<file path="config.mk">
export PLATFORM = sky130hd
export DESIGN_NAME = ahb_output_stage
export DESIGN_NICKNAME = d
export VERILOG_FILES = /design/src/hdl/ahb_matrix_pkg.sv /design/src/hdl/ahb_output_arbiter.sv /design/src/hdl/ahb_addr_mux.sv /design/src/hdl/ahb_data_phase.sv /design/src/hdl/ahb_output_stage.sv
export SDC_FILE = /design/constraint.sdc
export NUM_CORES = 1
export LEC_CHECK = 0
export BUFFER_PORTS_ARGS = -buffer_cell sky130_fd_sc_hd__buf_4
export CAP_MARGIN = 20
export CORE_AREA = 3 3 167 169
export CTS_BUF_LIST = sky130_fd_sc_hd__clkbuf_8 sky130_fd_sc_hd__clkbuf_16
export CTS_CLUSTER_DIAMETER = 150
export DETAILED_ROUTE_END_ITERATION = 16
export DIE_AREA = 0 0 170 172
export GPL_TIMING_DRIVEN = 0
export SLEW_MARGIN = 5
export SYNTH_ARGS = -nofsm -noshare
export SYNTH_HDL_FRONTEND = slang
export SYNTH_SLANG_ARGS = --single-unit
export TNS_END_PERCENT = 5
</file>
<file path="constraint.sdc">
create_clock -name HCLK -period 3.2 [get_ports HCLK]
set_clock_uncertainty 0.1 [all_clocks]
set_input_delay 0.32 -clock HCLK [delete_from_list [all_inputs] [get_ports HCLK]]
set_output_delay 0.32 -clock HCLK [all_outputs]
set_load 0.02 [all_outputs]
</file>
<file path="src/hdl/ahb_matrix_pkg.sv">
// AHB bus matrix common types
package ahb_matrix_pkg;

  // --------------------------------------------------
  // Field widths and types
  // --------------------------------------------------
  localparam int ADDR_WIDTH = 32;             // HADDR width

  typedef enum logic [1:0]
  {
    TRANS_IDLE   = 2'b00,                     // No transfer
    TRANS_BUSY   = 2'b01,                     // Burst paused by master
    TRANS_NONSEQ = 2'b10,                     // First beat or single
    TRANS_SEQ    = 2'b11                      // Remaining burst beats
  } trans_t;

  typedef logic [2:0] size_t;                 // HSIZE
  typedef logic [2:0] burst_t;                // HBURST, passed through as is
  typedef logic [3:0] prot_t;                 // HPROT
  typedef logic [3:0] master_t;               // HMASTER id

  // --------------------------------------------------
  // One address/control phase
  // --------------------------------------------------
  typedef struct packed
  {
    logic                  sel;               // HSEL for this slave
    logic [ADDR_WIDTH-1:0] addr;              // HADDR
    trans_t                trans;             // HTRANS
    logic                  write;             // HWRITE, 1 for write
    size_t                 size;              // HSIZE
    burst_t                burst;             // HBURST
    prot_t                 prot;              // HPROT
    master_t               master;            // HMASTER
    logic                  mastlock;          // HMASTLOCK
  } ahb_addr_ctrl_t;

  // Bit 1 of HTRANS marks NONSEQ or SEQ, a real transfer
  localparam int TRANS_ACTIVE_BIT = 1;

endpackage

</file>
<file path="src/hdl/ahb_output_arbiter.sv">
// Round-robin output arbiter
module ahb_output_arbiter #(
  parameter  int NUM_PORTS = 4,
  localparam int PORT_W    = (NUM_PORTS > 1) ? $clog2(NUM_PORTS) : 1
) (
  input  logic                           HCLK,            // AHB clock
  input  logic                           HRESETn,         // Sync reset, active low
  input  logic [NUM_PORTS-1:0]           i_req,           // Held transfer and sel per port
  input  logic                           i_hready,        // Muxed HREADY, update enable
  input  ahb_matrix_pkg::ahb_addr_ctrl_t i_slave_ac,      // Phase currently on the slave
  output logic [PORT_W-1:0]              o_addr_in_port,  // Granted port index
  output logic                           o_no_port        // No port granted
);

  import ahb_matrix_pkg::*;

  logic [PORT_W-1:0] addr_in_port;    // Grant register
  logic              no_port;         // Idle flag register
  logic [PORT_W-1:0] next_port;       // Grant for next ready edge
  logic              next_no_port;    // Idle flag for next ready edge

  logic              hsel_lock;       // Lock seen while selected
  logic              next_hsel_lock;  // Pre-registered hsel_lock
  logic              hlock_arb;       // Mastlock as seen by arbitration
  logic              burst_hold;      // SEQ or BUSY on the granted port
  logic              hold_grant;      // Keep current grant

  // --------------------------------------------------
  // Lock tracking
  // --------------------------------------------------
  // A master may leave sel low in the middle of a locked sequence while
  // it talks to another slave, so the lock is remembered here
  assign next_hsel_lock = (i_slave_ac.sel && i_slave_ac.trans[TRANS_ACTIVE_BIT] &&
                           i_slave_ac.mastlock) ? 1'b1 :
                          (!i_slave_ac.mastlock)  ? 1'b0 :
                          hsel_lock;                      // Otherwise hold

  assign hlock_arb  = i_slave_ac.mastlock & (hsel_lock | i_slave_ac.sel);
  assign burst_hold = i_slave_ac.sel &
                      ((i_slave_ac.trans == TRANS_SEQ) | (i_slave_ac.trans == TRANS_BUSY));
  assign hold_grant = hlock_arb | burst_hold;

  // --------------------------------------------------
  // Next grant
  // --------------------------------------------------
  always_comb
  begin : p_next_grant
    int unsigned cand;                                    // Candidate port
    logic        found;                                   // Request seen
    next_port    = addr_in_port;                          // Default keep index
    next_no_port = no_port;
    found        = 1'b0;
    cand         = 0;
    if (!hold_grant)
    begin
      // Search starts after current index, current one comes last
      for (int i = 1; i <= NUM_PORTS; i++)
      begin
        cand = (int'(addr_in_port) + i) % NUM_PORTS;
        if (!found && i_req[cand])
        begin
          next_port = PORT_W'(cand);
          found     = 1'b1;
        end
      end
      next_no_port = !found;                              // Idle when nobody asks
    end
  end

  // Registers move only on a ready edge
  always_ff @(posedge HCLK)
  begin
    if (!HRESETn)
    begin
      addr_in_port <= '0;
      no_port      <= 1'b1;
      hsel_lock    <= 1'b0;
    end
    else if (i_hready)
    begin
      addr_in_port <= next_port;
      no_port      <= next_no_port;
      hsel_lock    <= next_hsel_lock;
    end
  end

  assign o_addr_in_port = addr_in_port;
  assign o_no_port      = no_port;

endmodule

</file>
<file path="src/hdl/ahb_addr_mux.sv">
// Address and control multiplexer
module ahb_addr_mux #(
  parameter  int NUM_PORTS = 4,
  localparam int PORT_W    = (NUM_PORTS > 1) ? $clog2(NUM_PORTS) : 1
) (
  input  ahb_matrix_pkg::ahb_addr_ctrl_t i_port_ac [NUM_PORTS],  // Held phase per port
  input  logic [PORT_W-1:0]              i_addr_in_port,         // Granted port index
  input  logic                           i_no_port,              // No port granted
  output ahb_matrix_pkg::ahb_addr_ctrl_t o_slave_ac,             // Phase to the slave
  output logic [NUM_PORTS-1:0]           o_active                // Port is being served
);

  // --------------------------------------------------
  // Address phase select
  // --------------------------------------------------
  // Whole struct moves as one, HBURST included untouched
  always_comb
  begin : p_addr_mux
    o_slave_ac = '0;                                     // Idle phase, sel low
    if (!i_no_port)
    begin
      o_slave_ac = i_port_ac[i_addr_in_port];            // Granted port
    end
  end

  // --------------------------------------------------
  // Active strobes
  // --------------------------------------------------
  // One-hot back to the input stages, zero when idle
  always_comb
  begin : p_active_dec
    o_active = '0;
    if (!i_no_port)
    begin
      o_active[i_addr_in_port] = 1'b1;                   // Served port only
    end
  end

endmodule

</file>
<file path="src/hdl/ahb_data_phase.sv">
// Data phase steering and HREADY mux
module ahb_data_phase #(
  parameter  int NUM_PORTS  = 4,
  parameter  int DATA_WIDTH = 32,
  localparam int PORT_W     = (NUM_PORTS > 1) ? $clog2(NUM_PORTS) : 1
) (
  input  logic                  HCLK,                          // AHB clock
  input  logic                  HRESETn,                       // Sync reset, active low
  input  logic [DATA_WIDTH-1:0] i_port_wdata [NUM_PORTS],      // Write data per port
  input  logic [PORT_W-1:0]     i_addr_in_port,                // Address phase owner
  input  logic                  i_slave_sel,                   // HSEL of muxed phase
  input  logic                  i_hreadyout,                   // Slave HREADYOUT
  output logic [DATA_WIDTH-1:0] o_hwdata,                      // Write data to slave
  output logic                  o_hreadymux                    // Muxed HREADY
);

  logic [PORT_W-1:0] data_in_port;    // Data phase owner
  logic              slave_sel;       // Slave owns data phase
  logic              hready;          // Internal muxed HREADY

  // --------------------------------------------------
  // Data phase registers
  // --------------------------------------------------
  // Address phase owner becomes data phase owner on each ready edge
  always_ff @(posedge HCLK)
  begin
    if (!HRESETn)
    begin
      data_in_port <= '0;
      slave_sel    <= 1'b0;
    end
    else if (hready)
    begin
      data_in_port <= i_addr_in_port;                // Follows grant by one edge
      slave_sel    <= i_slave_sel;
    end
  end

  // Write data from data phase owner
  assign o_hwdata = i_port_wdata[data_in_port];

  // --------------------------------------------------
  // HREADY generation
  // --------------------------------------------------
  // Slave drives HREADY only for a data phase it was selected for,
  // otherwise the stage is always ready
  assign hready      = slave_sel ? i_hreadyout : 1'b1;
  assign o_hreadymux = hready;

endmodule

</file>
<file path="src/hdl/ahb_output_stage.sv">
// AHB matrix output stage
module ahb_output_stage #(
  parameter int NUM_PORTS  = 4,
  parameter int DATA_WIDTH = 32
) (
  input  logic                           HCLK,                      // AHB clock
  input  logic                           HRESETn,                   // Sync reset, active low
  input  ahb_matrix_pkg::ahb_addr_ctrl_t i_port_ac [NUM_PORTS],     // Held phase per port
  input  logic [DATA_WIDTH-1:0]          i_port_wdata [NUM_PORTS],  // Write data per port
  input  logic [NUM_PORTS-1:0]           i_held_tran,               // Port holds a transfer
  input  logic                           i_hreadyout,               // Slave HREADYOUT
  output logic [NUM_PORTS-1:0]           o_active,                  // Port is being served
  output ahb_matrix_pkg::ahb_addr_ctrl_t o_slave_ac,                // Phase to the slave
  output logic                           o_hreadymux,               // Muxed HREADY
  output logic [DATA_WIDTH-1:0]          o_hwdata                   // Write data to slave
);

  localparam int PORT_W = (NUM_PORTS > 1) ? $clog2(NUM_PORTS) : 1;

  logic [NUM_PORTS-1:0] req;            // Arbitration requests
  logic [PORT_W-1:0]    addr_in_port;   // Grant index
  logic                 no_port;        // Nothing granted

  // --------------------------------------------------
  // Requests
  // --------------------------------------------------
  always_comb
  begin : p_req
    for (int i = 0; i < NUM_PORTS; i++)
    begin
      req[i] = i_held_tran[i] & i_port_ac[i].sel;  // Held and addressed here
    end
  end

  // --------------------------------------------------
  // Blocks
  // --------------------------------------------------
  ahb_output_arbiter #(
    .NUM_PORTS (NUM_PORTS)
  ) u_output_arb (
    .HCLK           (HCLK),
    .HRESETn        (HRESETn),
    .i_req          (req),
    .i_hready       (o_hreadymux),                  // Update only on ready edge
    .i_slave_ac     (o_slave_ac),                   // Burst and lock holds
    .o_addr_in_port (addr_in_port),
    .o_no_port      (no_port)
  );

  ahb_addr_mux #(
    .NUM_PORTS (NUM_PORTS)
  ) u_addr_mux (
    .i_port_ac      (i_port_ac),
    .i_addr_in_port (addr_in_port),
    .i_no_port      (no_port),
    .o_slave_ac     (o_slave_ac),
    .o_active       (o_active)
  );

  ahb_data_phase #(
    .NUM_PORTS  (NUM_PORTS),
    .DATA_WIDTH (DATA_WIDTH)
  ) u_data_phase (
    .HCLK           (HCLK),
    .HRESETn        (HRESETn),
    .i_port_wdata   (i_port_wdata),
    .i_addr_in_port (addr_in_port),
    .i_slave_sel    (o_slave_ac.sel),               // Slave owns next data phase
    .i_hreadyout    (i_hreadyout),
    .o_hwdata       (o_hwdata),
    .o_hreadymux    (o_hreadymux)
  );

endmodule

</file>
==> flow_summary.toml <==
[status]
outcome = "complete, no violations"

[floorplanning]
coreArea_um2 = 26700
die_area_um2 = 29200
die_w_um = 170
ios = 427
rows = 60
die_h_um = 172
start_util_pct = 10.6

[sta]
finalSetupTns_ns = 0
slew_headroom_pct = 52.9
worst_slew_pin_slew_ns = 0.706
setup_viol = 0
max_freq_ghz = 0.354
rsz0062_at_grt = "no"
finalMaxSlewViolations = 0
fin_crit_ns = 2.83
finalHoldViolCount = 0
timing.final.crit_share_pct = 88.4

[cells_and_area]
mostFrequentLayoutCell = "buf_4"
fillers = 2934
drive_gt1_share_pct = 80.5
fin_cells = 997
fin_nets = 1000
diodes = 0
layout_common_cells = "buf_4 (426), mux4_2 (84), nor2b_1 (56)"
area_growth_pct = 130
layout.area.seq_um2 = 140
multi_input_area_um2 = 2550

[detailed_routing]
wl_mm = 20.5
drc_errors = 0
drt_iter0_markers = 181
antenna_left = 0
routed-via-count = 4028
wire_per_inst_um = 20.5
drt-pass1-iter-count = 4
vias_per_cell = 4.04

[global_route]
grt_max_degree = 11
gr-total-overflow = 0
grt_pass1_wl_mm = 26.6
grt_antenna_before_repair = 0
grt_pass1_vias = 4243
grt_usage_pct = 12.4

[pwr]
total_power_w = 0.00355
p_per_area_nw_per_um2 = 543
peakVddDrop_v = 0.000301
p_leak_nw = 2.92

[placed_design]
dp.final_hpwl_mm = 18.5
port_buffers = 425
gp_congestion = 0.798
dp.cells = 993

[clock_network]
numCtsBuffers = 3
cts_hold_buffers = 0
cts_tree = "built"
cts_post_setup_buffers_inserted = 0
htreeDepth = 1
clk_pin_slew_worst_paths_ns = 0.04
insertion_delay_ns = 0.23
cts_sinks = 7
ctsLongestPathBuffers = 2
cts-root-buf = "clkbuf_16"
cts_resized = 0

[critical_path]
crit_type = "flip-flop to primary output"
cp-end-kind = "primary output"
cp.required_ns = 2.78
cp.arrival_ns = 2.41
start_kind = "flip-flop"
crit_fanout = 10

[synthesis]
ys_seq_area_share_pct = 4.93
synth_area_per_cell_um2 = 12.5
netlist_instances = 227
syn_nets = 570
yosys.cell_types.count = 30
ys_ff_latch = 7
synth_area_um2 = 2840
synth_warnings = 0

[min_path]
hold_path.class = "primary input to flip-flop"

[run]
maxCapViolCount = 0
==> final timing paths <==
path | end | from | depth (start not counted) | slack, ns
worst max-delay path | o_slave_ac[28] | u_output_arb.o_addr_in_port[0]$_SDFFE_PN0P_ | 6 | 0.37
worst min-delay path | u_output_arb.o_no_port$_SDFFE_PN1P_ | HRESETn | 2 | 0.36
worst max register to register | u_output_arb.o_addr_in_port[0]$_SDFFE_PN0P_ | u_output_arb.o_addr_in_port[1]$_SDFFE_PN0P_ | 7 | 1.03
worst min register to register | u_output_arb.hsel_lock$_SDFFE_PN0P_ | u_output_arb.hsel_lock$_SDFFE_PN0P_ | 2 | 0.40
==> state kept, by name, summed over array words and instances, names as in the netlist <==
register / count
u_output_arb.o_addr_in_port: 2
u_output_arb.hsel_lock: 1
u_data_phase.data_in_port: 2
u_data_phase.slave_sel: 1
u_output_arb.o_no_port: 1
==> critical path, cell delays in order, from the launching register on <==
cell and delay [ns]:
dfxtp_1 0.38, buf_6 0.16, buf_2 0.28, buf_2 0.39, mux4_2 0.61, nor2b_1 0.16, buf_4 0.17
==> cell usage after synthesis <==
| master | number | area share [%] |
|---|---|---|
| buf_6 | 1 | 0.40 |
| a21oi_2 | 1 | 0.31 |
| o311ai_0 | 1 | 0.31 |
| a21boi_0 | 3 | 0.79 |
| ha_1 | 4 | 1.8 |
| nand3b_1 | 1 | 0.26 |
| clkbuf_1 | 16 | 2.1 |
| dfxtp_1 | 7 | 4.9 |
| buf_1 | 2 | 0.26 |
| o21a_1 | 2 | 0.53 |
| mux2_2 | 1 | 0.40 |
| o211ai_1 | 1 | 0.26 |
| buf_4 | 1 | 0.26 |
| a22oi_1 | 1 | 0.26 |
| nand2_1 | 14 | 1.9 |
| inv_1 | 3 | 0.40 |
| buf_2 | 10 | 1.8 |
| a211oi_1 | 1 | 0.26 |
| mux4_2 | 84 | 67 |
| nor3_1 | 1 | 0.18 |
| nor2_1 | 1 | 0.13 |
| o21ai_0 | 3 | 0.53 |
| o21ai_2 | 1 | 0.31 |
| nor4_2 | 1 | 0.44 |
| a31oi_1 | 2 | 0.44 |
| nand3_1 | 3 | 0.53 |
| nor2b_1 | 56 | 12 |
| a21oi_1 | 2 | 0.35 |
| mux2i_1 | 2 | 0.70 |
| o32ai_1 | 1 | 0.31 |
==> cells by family after synthesis <==
| family | count (synthesis) | synth area share (%) |
|---|---|---|
| flops | 7 | 4.93 |
| fa+ha+maj | 4 | 1.76 |
| mux | 87 | 67.7 |
| simple gates | 77 | 15.7 |
| compound gates | 19 | 4.67 |
| buf+inv | 33 | 5.20 |
==> per-stage QoR <==
step	setup slack, ns	hold slack, ns	area (µm²)	utilization (%)
floorplan	1.10	0.352	2840	-
global placement	0.566	0.386	6460	24.2
detailed placement	0.559	0.376	6460	24.2
CTS	0.306	0.351	6540	24.5
global route	0.209	0.402	6540	24.5
finish	0.372	0.357	6540	24.5
==> power breakdown <==
group,switching [W],total (W),internal (W)
registers,0.0000280,0.000140,0.000112
clock network,0.0000526,0.000216,0.000163
logic,0.00152,0.00319,0.00167
==> area by class of cell <==
| cell class | instances | area share, % |
|---|---|---|
| clock buffer | 3 | 1.15 |
| multi-input combinational | 187 | 39.1 |
| buffer | 30 | 2.09 |
| timing repair buffer | 425 | 48.8 |
| clock inverter | 1 | 0.0574 |
| tap | 341 | 6.53 |
| sequential | 7 | 2.14 |
| inverter | 3 | 0.172 |
==> metal layers <==
layer  track usage (%)  part of all wire, %
met1              13.3                   35
met2              24.5                   54
met3              3.34                  9.6
met4              2.15                  1.8
met5                 0                    0
(Power assumes the default switching activity.)
